`config.mk`:
```
export PLATFORM = sky130hd
export DESIGN_NAME = frameBufferCtrl
export DESIGN_NICKNAME = d
export VERILOG_FILES = /design/src/rtl/fbPkg.sv /design/src/rtl/burstFifo.sv /design/src/rtl/writeChannel.sv /design/src/rtl/readChannel.sv /design/src/rtl/burstArbiter.sv /design/src/rtl/frameBufferCtrl.sv
export SDC_FILE = /design/constraint.sdc
export NUM_CORES = 1
export LEC_CHECK = 0
export BUFFER_PORTS_ARGS = -buffer_cell sky130_fd_sc_hd__buf_2
export CAP_MARGIN = 20
export CELL_PAD_IN_SITES_DETAIL_PLACEMENT = 1
export CELL_PAD_IN_SITES_GLOBAL_PLACEMENT = 1
export CORE_ASPECT_RATIO = 1.5
export CORE_MARGIN = 4
export CORE_UTILIZATION = 48
export DETAILED_ROUTE_END_ITERATION = 12
export GPL_TIMING_DRIVEN = 0
export PLACE_DENSITY_LB_ADDON = 0.1
export SKIP_CTS_REPAIR_TIMING = 1
export SYNTH_ARGS = -nofsm -noshare
export SYNTH_HDL_FRONTEND = slang
export SYNTH_HIERARCHICAL = 1
export SYNTH_SLANG_ARGS = --single-unit
```
`constraint.sdc`:
```
create_clock -name REF_CLK -period 4.5 [get_ports REF_CLK]
set_clock_uncertainty 0.2 [all_clocks]
set_input_delay 0 -clock REF_CLK [delete_from_list [all_inputs] [get_ports REF_CLK]]
set_output_delay 0 -clock REF_CLK [all_outputs]
set_load 0.05 [all_outputs]
```
`src/rtl/fbPkg.sv`:
```
package fbPkg;

    localparam int ADDR_W        = 16;                     // Memory word address
    localparam int DATA_W        = 32;                     // Pixel word
    localparam int BURST_LEN     = 8;                      // Beats per burst
    localparam int WR_FIFO_DEPTH = 16;
    localparam int RD_FIFO_DEPTH = 16;
    localparam int WR_CNT_W      = $clog2(WR_FIFO_DEPTH + 1);
    localparam int RD_CNT_W      = $clog2(RD_FIFO_DEPTH + 1);
    localparam int BEAT_W        = $clog2(BURST_LEN);

    typedef logic [DATA_W-1:0] pixelWord;
    typedef logic [ADDR_W-1:0] memAddr;

    // --------------------------------------------------
    // Next burst base inside an address window
    function automatic memAddr ringNext(memAddr addr, memAddr winMin, memAddr winMax);
        logic [ADDR_W:0] nextLast;                         // Last word of next burst
        nextLast = {1'b0, addr} + (ADDR_W + 1)'(2 * BURST_LEN - 1);
        if (nextLast > {1'b0, winMax})
            return winMin;                                 // Would pass the max, wrap
        return addr + ADDR_W'(BURST_LEN);
    endfunction

endpackage

```
`src/rtl/burstFifo.sv`:
```
`timescale 1ns/1ps

module burstFifo
#(
    parameter int DEPTH = 16,
    parameter int PTR_W = $clog2(DEPTH),
    parameter int CNT_W = $clog2(DEPTH + 1)
)
(
    input  logic             REF_CLK,
    input  logic             RESET_N,
    input  logic             clear,                        // Flush on window load
    input  logic             push,
    input  fbPkg::pixelWord  pushData,
    input  logic             pop,
    output fbPkg::pixelWord  popData,                      // Valid the cycle after pop
    output logic [CNT_W-1:0] count,
    output logic             full,
    output logic             empty
);

    fbPkg::pixelWord  mem [DEPTH];
    logic [PTR_W-1:0] wrPtr;
    logic [PTR_W-1:0] rdPtr;
    logic             pushOk;
    logic             popOk;

    assign pushOk = push & ~full;                          // Drop pushes when full
    assign popOk  = pop & ~empty;
    assign full   = (count == CNT_W'(DEPTH));
    assign empty  = (count == '0);

    always_ff @(posedge REF_CLK or negedge RESET_N)
    begin
        if (!RESET_N)
        begin
            wrPtr <= '0;
            rdPtr <= '0;
            count <= '0;
        end
        else if (clear)
        begin
            wrPtr <= '0;
            rdPtr <= '0;
            count <= '0;
        end
        else
        begin
            if (pushOk)
                wrPtr <= (wrPtr == PTR_W'(DEPTH - 1)) ? '0 : wrPtr + 1'b1;
            if (popOk)
                rdPtr <= (rdPtr == PTR_W'(DEPTH - 1)) ? '0 : rdPtr + 1'b1;
            if (pushOk && !popOk)
                count <= count + 1'b1;
            else if (popOk && !pushOk)
                count <= count - 1'b1;
        end
    end

    // Storage and output register
    always_ff @(posedge REF_CLK)
    begin
        if (pushOk)
            mem[wrPtr] <= pushData;
        if (popOk)
            popData <= mem[rdPtr];
    end

endmodule

```
`src/rtl/writeChannel.sv`:
```
`timescale 1ns/1ps

module writeChannel
(
    input  logic            REF_CLK,
    input  logic            RESET_N,
    input  fbPkg::pixelWord wrData,
    input  logic            wrPush,
    output logic            wrFull,
    input  logic            wrLoad,
    input  fbPkg::memAddr   wrWinMin,
    input  fbPkg::memAddr   wrWinMax,
    output logic            burstReq,
    output fbPkg::memAddr   burstAddr,
    output fbPkg::pixelWord beatData,                      // Head of queue
    input  logic            beatTake,
    input  logic            burstDone
);

    logic [fbPkg::WR_CNT_W-1:0] fifoCount;
    logic [fbPkg::WR_CNT_W-1:0] queued;
    logic                       fifoEmpty;
    logic                       fifoPop;
    logic                       headValid;                 // FIFO output reg holds a word
    fbPkg::memAddr              winMin;
    fbPkg::memAddr              winMax;
    fbPkg::memAddr              ringAddr;

    // Prefetch keeps the head word sitting on the FIFO output
    assign fifoPop   = (~headValid | beatTake) & ~fifoEmpty;
    assign queued    = fifoCount + fbPkg::WR_CNT_W'(headValid);
    assign wrFull    = (queued == fbPkg::WR_CNT_W'(fbPkg::WR_FIFO_DEPTH));
    assign burstAddr = ringAddr;

    burstFifo #(.DEPTH(fbPkg::WR_FIFO_DEPTH)) i_wrFifo
    (
        .REF_CLK  (REF_CLK),
        .RESET_N  (RESET_N),
        .clear    (wrLoad),
        .push     (wrPush & ~wrFull),
        .pushData (wrData),
        .pop      (fifoPop),
        .popData  (beatData),
        .count    (fifoCount),
        .full     (),
        .empty    (fifoEmpty)
    );

    always_ff @(posedge REF_CLK or negedge RESET_N)
    begin
        if (!RESET_N)
            headValid <= 1'b0;
        else if (wrLoad)
            headValid <= 1'b0;
        else if (fifoPop)
            headValid <= 1'b1;
        else if (beatTake)
            headValid <= 1'b0;                             // Last word taken
    end

    // --------------------------------------------------
    // Window and address ring
    always_ff @(posedge REF_CLK or negedge RESET_N)
    begin
        if (!RESET_N)
        begin
            winMin   <= '0;
            winMax   <= '0;
            ringAddr <= '0;
        end
        else if (wrLoad)
        begin
            winMin   <= wrWinMin;
            winMax   <= wrWinMax;
            ringAddr <= wrWinMin;
        end
        else if (burstDone)
            ringAddr <= fbPkg::ringNext(ringAddr, winMin, winMax);
    end

    always_ff @(posedge REF_CLK or negedge RESET_N)
    begin
        if (!RESET_N)
            burstReq <= 1'b0;
        else if (burstDone)
            burstReq <= 1'b0;
        else if (!burstReq && !wrLoad && queued >= fbPkg::WR_CNT_W'(fbPkg::BURST_LEN))
            burstReq <= 1'b1;                              // Full burst queued
    end

endmodule

```
`src/rtl/readChannel.sv`:
```
`timescale 1ns/1ps

module readChannel
(
    input  logic            REF_CLK,
    input  logic            RESET_N,
    output fbPkg::pixelWord rdData,
    input  logic            rdPop,
    output logic            rdEmpty,
    input  logic            rdLoad,
    input  fbPkg::memAddr   rdWinMin,
    input  fbPkg::memAddr   rdWinMax,
    input  logic            rdEnable,
    output logic            burstReq,
    output fbPkg::memAddr   burstAddr,
    input  fbPkg::pixelWord beatData,
    input  logic            beatPut,
    input  logic            burstDone
);

    logic [fbPkg::RD_CNT_W-1:0] fifoCount;
    logic [fbPkg::RD_CNT_W-1:0] freeSpace;
    logic                       roomOk;
    fbPkg::memAddr              winMin;
    fbPkg::memAddr              winMax;
    fbPkg::memAddr              ringAddr;

    // All beats have landed by the time the request drops, so the
    // count alone covers what is in flight
    assign freeSpace = fbPkg::RD_CNT_W'(fbPkg::RD_FIFO_DEPTH) - fifoCount;
    assign roomOk    = (freeSpace >= fbPkg::RD_CNT_W'(fbPkg::BURST_LEN));
    assign burstAddr = ringAddr;

    burstFifo #(.DEPTH(fbPkg::RD_FIFO_DEPTH)) i_rdFifo
    (
        .REF_CLK  (REF_CLK),
        .RESET_N  (RESET_N),
        .clear    (rdLoad),
        .push     (beatPut),
        .pushData (beatData),
        .pop      (rdPop),
        .popData  (rdData),
        .count    (fifoCount),
        .full     (),
        .empty    (rdEmpty)
    );

    // --------------------------------------------------
    // Window and address ring
    always_ff @(posedge REF_CLK or negedge RESET_N)
    begin
        if (!RESET_N)
        begin
            winMin   <= '0;
            winMax   <= '0;
            ringAddr <= '0;
        end
        else if (rdLoad)
        begin
            winMin   <= rdWinMin;
            winMax   <= rdWinMax;
            ringAddr <= rdWinMin;                          // Restart at new minimum
        end
        else if (burstDone)
            ringAddr <= fbPkg::ringNext(ringAddr, winMin, winMax);
    end

    always_ff @(posedge REF_CLK or negedge RESET_N)
    begin
        if (!RESET_N)
            burstReq <= 1'b0;
        else if (burstDone)
            burstReq <= 1'b0;
        else if (!burstReq && !rdLoad && rdEnable && roomOk)
            burstReq <= 1'b1;
    end

endmodule

```
`src/rtl/burstArbiter.sv`:
```
`timescale 1ns/1ps

module burstArbiter
(
    input  logic            REF_CLK,
    input  logic            RESET_N,
    input  logic            wrReq,
    input  fbPkg::memAddr   wrAddr,
    input  fbPkg::pixelWord wrBeat,
    output logic            wrTake,
    output logic            wrDone,
    input  logic            rdReq,
    input  fbPkg::memAddr   rdAddr,
    output fbPkg::pixelWord rdBeat,
    output logic            rdPut,
    output logic            rdDone,
    output logic            wbCyc,
    output logic            wbStb,
    output logic            wbWe,
    output fbPkg::memAddr   wbAdr,
    output fbPkg::pixelWord wbDatOut,
    input  fbPkg::pixelWord wbDatIn,
    input  logic            wbAck
);

    typedef enum logic [1:0]
    {
        ST_IDLE,
        ST_BEAT,                                           // Strobe up, waiting for ack
        ST_GAP                                             // Strobe low for one cycle
    } arbState;

    arbState                  state;
    logic [fbPkg::BEAT_W-1:0] beatCnt;
    logic                     isWrite;                     // Direction of current burst
    logic                     lastBeat;
    logic                     beatAck;
    fbPkg::memAddr            baseAddr;

    assign lastBeat = (beatCnt == fbPkg::BEAT_W'(fbPkg::BURST_LEN - 1));
    assign beatAck  = (state == ST_BEAT) & wbAck;
    assign wrTake   = beatAck & isWrite;                   // Pops the queue head
    assign wbDatOut = isWrite ? wrBeat : '0;

    always_ff @(posedge REF_CLK or negedge RESET_N)
    begin
        if (!RESET_N)
        begin
            state    <= ST_IDLE;
            beatCnt  <= '0;
            isWrite  <= 1'b0;
            baseAddr <= '0;
            wbCyc    <= 1'b0;
            wbStb    <= 1'b0;
            wbWe     <= 1'b0;
            wbAdr    <= '0;
            wrDone   <= 1'b0;
            rdDone   <= 1'b0;
            rdPut    <= 1'b0;
        end
        else
        begin
            wrDone <= 1'b0;
            rdDone <= 1'b0;
            rdPut  <= beatAck & ~isWrite;
            case (state)
                ST_IDLE:
                begin
                    if (wrReq || rdReq)
                    begin
                        isWrite  <= wrReq;                 // Write wins a tie
                        baseAddr <= wrReq ? wrAddr : rdAddr;
                        wbAdr    <= wrReq ? wrAddr : rdAddr;
                        wbWe     <= wrReq;
                        wbCyc    <= 1'b1;
                        wbStb    <= 1'b1;
                        beatCnt  <= '0;
                        state    <= ST_BEAT;
                    end
                end
                ST_BEAT:
                begin
                    if (wbAck)
                    begin
                        wbStb <= 1'b0;
                        state <= ST_GAP;
                        if (lastBeat)
                        begin
                            wbCyc  <= 1'b0;
                            wbWe   <= 1'b0;
                            wrDone <= isWrite;
                            rdDone <= ~isWrite;
                        end
                        else
                            beatCnt <= beatCnt + 1'b1;
                    end
                end
                ST_GAP:
                begin
                    if (wbCyc)
                    begin
                        wbStb <= 1'b1;
                        wbAdr <= baseAddr + fbPkg::ADDR_W'(beatCnt);
                        state <= ST_BEAT;
                    end
                    else
                        state <= ST_IDLE;                  // Burst finished
                end
                default:
                    state <= ST_IDLE;
            endcase
        end
    end

    // Read data capture
    always_ff @(posedge REF_CLK)
    begin
        if (beatAck && !isWrite)
            rdBeat <= wbDatIn;
    end

endmodule

```
`src/rtl/frameBufferCtrl.sv`:
```
`timescale 1ns/1ps

module frameBufferCtrl
(
    input  logic            REF_CLK,
    input  logic            RESET_N,
    // Host write side
    input  fbPkg::pixelWord wrData,
    input  logic            wrPush,
    output logic            wrFull,
    input  logic            wrLoad,
    input  fbPkg::memAddr   wrWinMin,
    input  fbPkg::memAddr   wrWinMax,
    // Host read side
    output fbPkg::pixelWord rdData,
    input  logic            rdPop,
    output logic            rdEmpty,
    input  logic            rdLoad,
    input  fbPkg::memAddr   rdWinMin,
    input  fbPkg::memAddr   rdWinMax,
    input  logic            rdEnable,
    // Wishbone master
    output logic            wbCyc,
    output logic            wbStb,
    output logic            wbWe,
    output fbPkg::memAddr   wbAdr,
    output fbPkg::pixelWord wbDatOut,
    input  fbPkg::pixelWord wbDatIn,
    input  logic            wbAck
);

    logic            wrReq;
    fbPkg::memAddr   wrAddr;
    fbPkg::pixelWord wrBeat;
    logic            wrTake;
    logic            wrDone;
    logic            rdReq;
    fbPkg::memAddr   rdAddr;
    fbPkg::pixelWord rdBeat;
    logic            rdPut;
    logic            rdDone;

    writeChannel i_wrChan
    (
        .REF_CLK   (REF_CLK),
        .RESET_N   (RESET_N),
        .wrData    (wrData),
        .wrPush    (wrPush),
        .wrFull    (wrFull),
        .wrLoad    (wrLoad),
        .wrWinMin  (wrWinMin),
        .wrWinMax  (wrWinMax),
        .burstReq  (wrReq),
        .burstAddr (wrAddr),
        .beatData  (wrBeat),
        .beatTake  (wrTake),
        .burstDone (wrDone)
    );

    readChannel i_rdChan
    (
        .REF_CLK   (REF_CLK),
        .RESET_N   (RESET_N),
        .rdData    (rdData),
        .rdPop     (rdPop),
        .rdEmpty   (rdEmpty),
        .rdLoad    (rdLoad),
        .rdWinMin  (rdWinMin),
        .rdWinMax  (rdWinMax),
        .rdEnable  (rdEnable),
        .burstReq  (rdReq),
        .burstAddr (rdAddr),
        .beatData  (rdBeat),
        .beatPut   (rdPut),
        .burstDone (rdDone)
    );

    burstArbiter i_arb
    (
        .REF_CLK  (REF_CLK),
        .RESET_N  (RESET_N),
        .wrReq    (wrReq),
        .wrAddr   (wrAddr),
        .wrBeat   (wrBeat),
        .wrTake   (wrTake),
        .wrDone   (wrDone),
        .rdReq    (rdReq),
        .rdAddr   (rdAddr),
        .rdBeat   (rdBeat),
        .rdPut    (rdPut),
        .rdDone   (rdDone),
        .wbCyc    (wbCyc),
        .wbStb    (wbStb),
        .wbWe     (wbWe),
        .wbAdr    (wbAdr),
        .wbDatOut (wbDatOut),
        .wbDatIn  (wbDatIn),
        .wbAck    (wbAck)
    );

endmodule

```
==> impl_metrics.csv, run 1 <==
group,metric,value,unit
logic_synthesis,avgSynthCellArea,17.5,sq um
power_and_ir_drop,power.switching,10.1,mW
clocking,clkLatencyLatePin,0.74,ns
critical_path,end_kind,"register",
place,place_area,0.0561,sq mm
critical_path,path_max_fanout,10,
place,dpl.cell_count,4666,
logic_synthesis,synth_warnings,6,
sta,tightest_slew,1.16,ns
global_routing,grt_pass1_wl,213,mm
global_routing,grt_max_degree,101,
sta,rsz0062_at_grt,"false",
finish,drive_gt1_frac,0.218,
global_routing,grt_pass1_vias,32000,
logic_synthesis,synthCells,2970,
die,die_w,277,um
sta,hold_viol_final,0,
power_and_ir_drop,power_density,526,mW/mm^2
logic_synthesis,syn_nets,3174,
die,die-area,0.114,sq mm
sta,finalMaxSlewViolations,0,
power_and_ir_drop,p_total,32.9,mW
finish,flow.area_growth_from_synthesis,20.1,%
status,outcome,"completed",
die,boundaryPins,221,
place,port_buffers,220,
global_routing,gr-total-overflow,0,
routing,drc,0,
clocking,cts_buffers,120,
sta,setup_viol,0,
finish,fin_area,0.0626,sq mm
sta,fin_setup_tns,0,ns
routing,routedWlPerCell,28.7,um
clocking,htree_levels,3,
clocking,clk_pin_slew,0.07,ns
power_and_ir_drop,power.share.clock,0.314,
sta,slew_headroom,0.224,
power_and_ir_drop,p_leak,21.7,nW
run,maxCapViolCount,0,
finish,final_cell_count_no_fill,5145,
finish,num-fill-cells,9683,
clocking,cts_root_buf,"clkbuf_16",
global_routing,antenna_found_initial,16,
clocking,clock-sinks,1289,
finish,layout.nets,3817,
routing,vias,29900,
place,gp_congestion,0.818,
die,core.rowCount,147,
sta,fmax,240,MHz
sta,min_period,4.17,ns
power_and_ir_drop,intPower,22.8,mW
power_and_ir_drop,max-vdd-ir-drop,512,uV
routing,postRouteAntennaNets,0,
routing,drt_pass1_iterations,5,
die,die_h,411,um
critical_path,crit_type,"register to register",
min_path,hp-class,"input pin to register",
clocking,ctsLongestPathBuffers,3,
power_and_ir_drop,power_frac_seq,0.448,
critical_path,cp-start-kind,"register",
routing,routed_wl,147,mm
finish,final_util,0.582,
sta,period_share,0.927,
global_routing,track_usage,0.253,
place,hpwl,97.9,mm
clocking,cts_tree,"done",
routing,drt_iter0_drc,2304,
critical_path,cp.arrival,4.55,ns
logic_synthesis,syn_area,0.0521,sq mm
power_and_ir_drop,switching_share,0.307,
die,core,0.107,sq mm
power_and_ir_drop,combPwrFrac,0.237,
routing,viasPerCell,5.82,
die,start_util,0.485,
critical_path,crit_required,4.88,ns
state kept, by name, summed over array words and instances (netlist names), 5 cells and up:
register	count
i_arb/baseAddr	16
i_arb/rdBeat	32
i_arb/wbAdr	16
i_rdChan/burstAddr	16
i_rdChan/i_rdFifo/count	5
i_rdChan/i_rdFifo/mem	512
i_rdChan/i_rdFifo/popData	32
i_rdChan/winMax	16
i_rdChan/winMin	16
i_wrChan/burstAddr	16
i_wrChan/i_wrFifo/count	5
i_wrChan/i_wrFifo/mem	512
i_wrChan/i_wrFifo/popData	32
i_wrChan/winMax	16
i_wrChan/winMin	16
routing by layer:
metal,GRT usage,wire length [um]
met1,0.297,55000
met2,0.483,82400
met3,0.0337,6180
met4,0.0731,3900
met5,0,22
power by group through the flow:
stage / Combinational, mW / Sequential, mW / Clock (mW)
final: 7.82 / 14.8 / 10.3
after global routing: 8.36 / 14.8 / 11.1
after CTS: 7.74 / 14.7 / 10.6
after detailed placement: 7.69 / 15.0 / 0
after global placement: 7.26 / 15.0 / 0
after floorplan: 4.67 / 15.3 / 0
critical path, cell delays in order, from the launching register on:
cell	delay [ns]
dfrtp_1	0.47
inv_1	0.09
ha_1	0.17
nor3b_1	0.44
nand3b_1	0.28
nor2_1	0.09
nand2_1	0.09
xnor2_1	0.07
ha_1	0.33
nand4_1	0.18
or4_4	0.57
o2111a_1	0.29
clkbuf_1	0.28
o31ai_1	0.34
a31oi_1	0.13
cell type report:
type	instances	area [sq um]	area share
diodes	12	30.0	0.000480
plain buffers	160	818	0.0131
clock buffers	146	3150	0.0504
clock inverters	81	842	0.0135
inverters	80	303	0.00484
multi-input cells	1441	13300	0.212
flip-flops and latches	1289	37900	0.605
well taps	1415	1770	0.0283
repair buffers	521	4480	0.0717
worst paths after layout:
path | start | end | slack, ns | cells past startpoint
worst max-delay path | i_rdChan/burstAddr[0] | i_rdChan/burstAddr[1] | 0.33 | 14
worst min-delay path | wrData[16] | i_wrChan/i_wrFifo/mem[14][16] | 0.007 | 2
worst max register to register | i_rdChan/burstAddr[0] | i_rdChan/burstAddr[1] | 0.33 | 14
worst min register to register | i_rdChan/winMin[5] | i_rdChan/winMin[5] | 0.30 | 2
max in group asynchronous | RESET_N | i_wrChan/winMin[11] | 3.36 | 4
min in group asynchronous | RESET_N | i_rdChan/i_rdFifo/wrPtr[0] | 0.19 | 4
per-stage QoR:
| stage | setup WS, ns | hold WS [ns] |
|---|---|---|
| floorplan | -0.357 | -0.496 |
| global placement | -5.06 | -0.0233 |
| detailed placement | 0.196 | -0.187 |
| CTS | 0.187 | -0.973 |
| global route | 0.0691 | 0.00970 |
| finish | 0.327 | 0.00689 |
layout by cell type (no fill, tap or decap), types with 64 or more instances in the layout:
master         count
dfrtp_1          169
a22oi_1          102
edfxtp_1        1120
nor2_1            75
mux4_2           192
o21ai_0          123
buf_2            263
clkbuf_16        121
inv_1             75
dlygate4sd3_1    239
ha_1              65
a221oi_1          64
nand2_1          192
mux2i_1          159
clkbuf_1         103
Power figures use the tool's default switching activity.
==> run 2, diff against run 1 <==
--- a/config.mk
+++ b/config.mk
@@ -11,7 +11,8 @@
 export CELL_PAD_IN_SITES_GLOBAL_PLACEMENT = 1
 export CORE_ASPECT_RATIO = 1.5
 export CORE_MARGIN = 4
-export CORE_UTILIZATION = 48
+export CORE_UTILIZATION = 50
+export CTS_BUF_LIST = sky130_fd_sc_hd__clkbuf_8
 export DETAILED_ROUTE_END_ITERATION = 12
 export GPL_TIMING_DRIVEN = 0
 export PLACE_DENSITY_LB_ADDON = 0.1
==> run 2 against run 1 <==
  * Sequential share of layout area about the same
  * Sequential cell count unchanged
  * Final cell count increased by 2.5%
  * Power decreased by 4.2%
  * Clock power decreased by 13%
  * Via count increased by 2.3%
  * Non-clock buffer count increased by 42
  * First-iteration DRC count increased by 3.7%
  * Combinational power about the same
  * Global-route usage increased by 0.35 points
  * Critical path type unchanged
  * Critical endpoint is now i_wrChan/i_wrFifo/count[4]
  * Largest cell class unchanged
==> impl_metrics.csv, run 2 (same netlist as run 1, synthesis figures left out) <==
group,metric,value,unit
sta,period_share,0.949,
sta,hold_viol_final,0,
global_routing,antenna_found_initial,6,
global_routing,track_usage,0.256,
routing,viasPerCell,5.80,
place,port_buffers,220,
sta,finalMaxSlewViolations,0,
clocking,ctsLongestPathBuffers,3,
finish,reg_top3,"i_rdChan/i_rdFifo/mem x512, i_wrChan/i_wrFifo/mem x512",
critical_path,rr_worst_depth,16,
critical_path,cp.arrival,4.82,ns
place,post-place-ws,0.0911,ns
critical_path,cp-start-kind,"register",
place,gp_congestion,0.832,
critical_path,crit_required,5.05,ns
run,maxCapViolCount,0,
routing,routedWlPerCell,27.8,um
power_and_ir_drop,p_leak,22.0,nW
global_routing,grt_pass1_wl,207,mm
sta,setup_ws,0.231,ns
min_path,hp-class,"input pin to asynchronous set/reset pin",
sta,setup_viol,0,
routing,drt_iter0_drc,2389,
die,start_util,0.505,
critical_path,path_max_fanout,7,
power_and_ir_drop,power_density,504,mW/mm^2
sta,min_period,4.27,ns
finish,layout.nets,3929,
finish,flow.area_growth_from_synthesis,20.1,%
routing,postRouteAntennaNets,0,
sta,fin_hold_ws,0.0973,ns
sta,rsz0062_at_grt,"false",
place,hpwl,96.0,mm
status,outcome,"completed",
critical_path,crit_type,"register to register",
sta,tightest_slew,1.09,ns
power_and_ir_drop,max-vdd-ir-drop,341,uV
die,die-area,0.110,sq mm
routing,routed_wl,147,mm
critical_path,end_kind,"register",
clocking,cts_tree,"done",
global_routing,gr-total-overflow,0,
clocking,clk_pin_slew,0.07,ns
finish,final_cell_mix,"edfxtp_1 (1120), dlygate4sd3_1 (280), buf_2 (263)",
sta,slew_headroom,0.269,
sta,fmax,234,MHz
die,die_h,403,um
routing,vias,30600,
clocking,clock-sinks,1289,
routing,drt_pass1_iterations,5,
finish,num-fill-cells,9402,
global_routing,grt_max_degree,115,
finish,drive_gt1_frac,0.225,
clocking,clkLatencyLatePin,0.88,ns
routing,drc,0,
die,die_w,272,um
die,boundaryPins,221,
die,core.rowCount,144,
clocking,cts_root_buf,"clkbuf_8",
finish,layout_commonest_cell,"edfxtp_1",
global_routing,grt_pass1_vias,32700,
clocking,cts_buffers,190,
die,core,0.103,sq mm
clocking,htree_levels,4,
## run 2: final cells by class
cell class / instances / area [sq um] / share of cell area
Timing Repair Buffer: 563 / 4970 / 0.0795
Clock inverter: 149 / 764 / 0.0122
Inverter: 80 / 303 / 0.00484
Sequential cell: 1289 / 37900 / 0.605
Antenna cell: 4 / 10.0 / 0.000160
Multi-Input combinational cell: 1441 / 13300 / 0.213
Tap cell: 1387 / 1740 / 0.0277
Buffer: 160 / 817 / 0.0131
Clock buffer: 203 / 2790 / 0.0447
## run 2: power by group
group	switching (mW)	total, mW	internal [mW]
combinational	4.90	7.83	2.93
sequential	0.671	14.8	14.1
clock	4.55	8.93	4.38
## run 2: metal layers
layer  up-vias  share of wire  global-route usage
li1      13300              -                   -
met1     16000           0.37               0.297
met2       986           0.55               0.473
met3       315          0.047              0.0465
met4         0          0.035              0.0969
met5         -              0                   0
## run 2: critical path, cell delays in order, from the launching register on
cell and delay (ns):
dfrtp_1 0.47, ha_1 0.26, ha_1 0.21, nand3_1 0.10, xor2_1 0.23, nor4_1 0.08
and2_1 0.27, nor2b_2 0.34, o21a_1 0.19, buf_6 0.13, ha_1 0.17, inv_1 0.12
fa_1 0.43, a21o_1 0.19, a21oi_1 0.17, mux2i_1 0.23, mux2_2 0.35
## run 2: path summary, 6_finish.rpt
kind	start	to	slack [ns]
worst max register to register	i_wrChan/i_wrFifo/count[0]	i_wrChan/i_wrFifo/count[4]	0.23
min in group REF_CLK	wrPush	i_wrChan/i_wrFifo/wrPtr[3]	0.12
worst max-delay path	i_wrChan/i_wrFifo/count[0]	i_wrChan/i_wrFifo/count[4]	0.23
max in group asynchronous	RESET_N	i_wrChan/winMax[15]	3.43
worst min register to register	i_rdChan/winMin[12]	i_rdChan/winMin[12]	0.30
worst min-delay path	RESET_N	i_rdChan/winMax[2]	0.1
## run 2: per-stage QoR
| stage | TNS [ns] | power [mW] | instance area (sq um) | utilization | std cells |
|---|---|---|---|---|---|
| 6_report | 0 | 31.5 | 62600 | 0.607 | 5276 |
| 3_3_place_gp | -1365.33 | 22.1 | 54900 | 0.533 | 4577 |
| 4_1_cts | 0 | 31.6 | 59700 | 0.579 | 4991 |
| 5_1_grt | 0 | 33.0 | 62500 | 0.607 | 5275 |
| 3_5_place_dp | 0 | 22.6 | 56200 | 0.545 | 4639 |
| 2_1_floorplan | -45.70 | 20.0 | 52100 | - | 2970 |
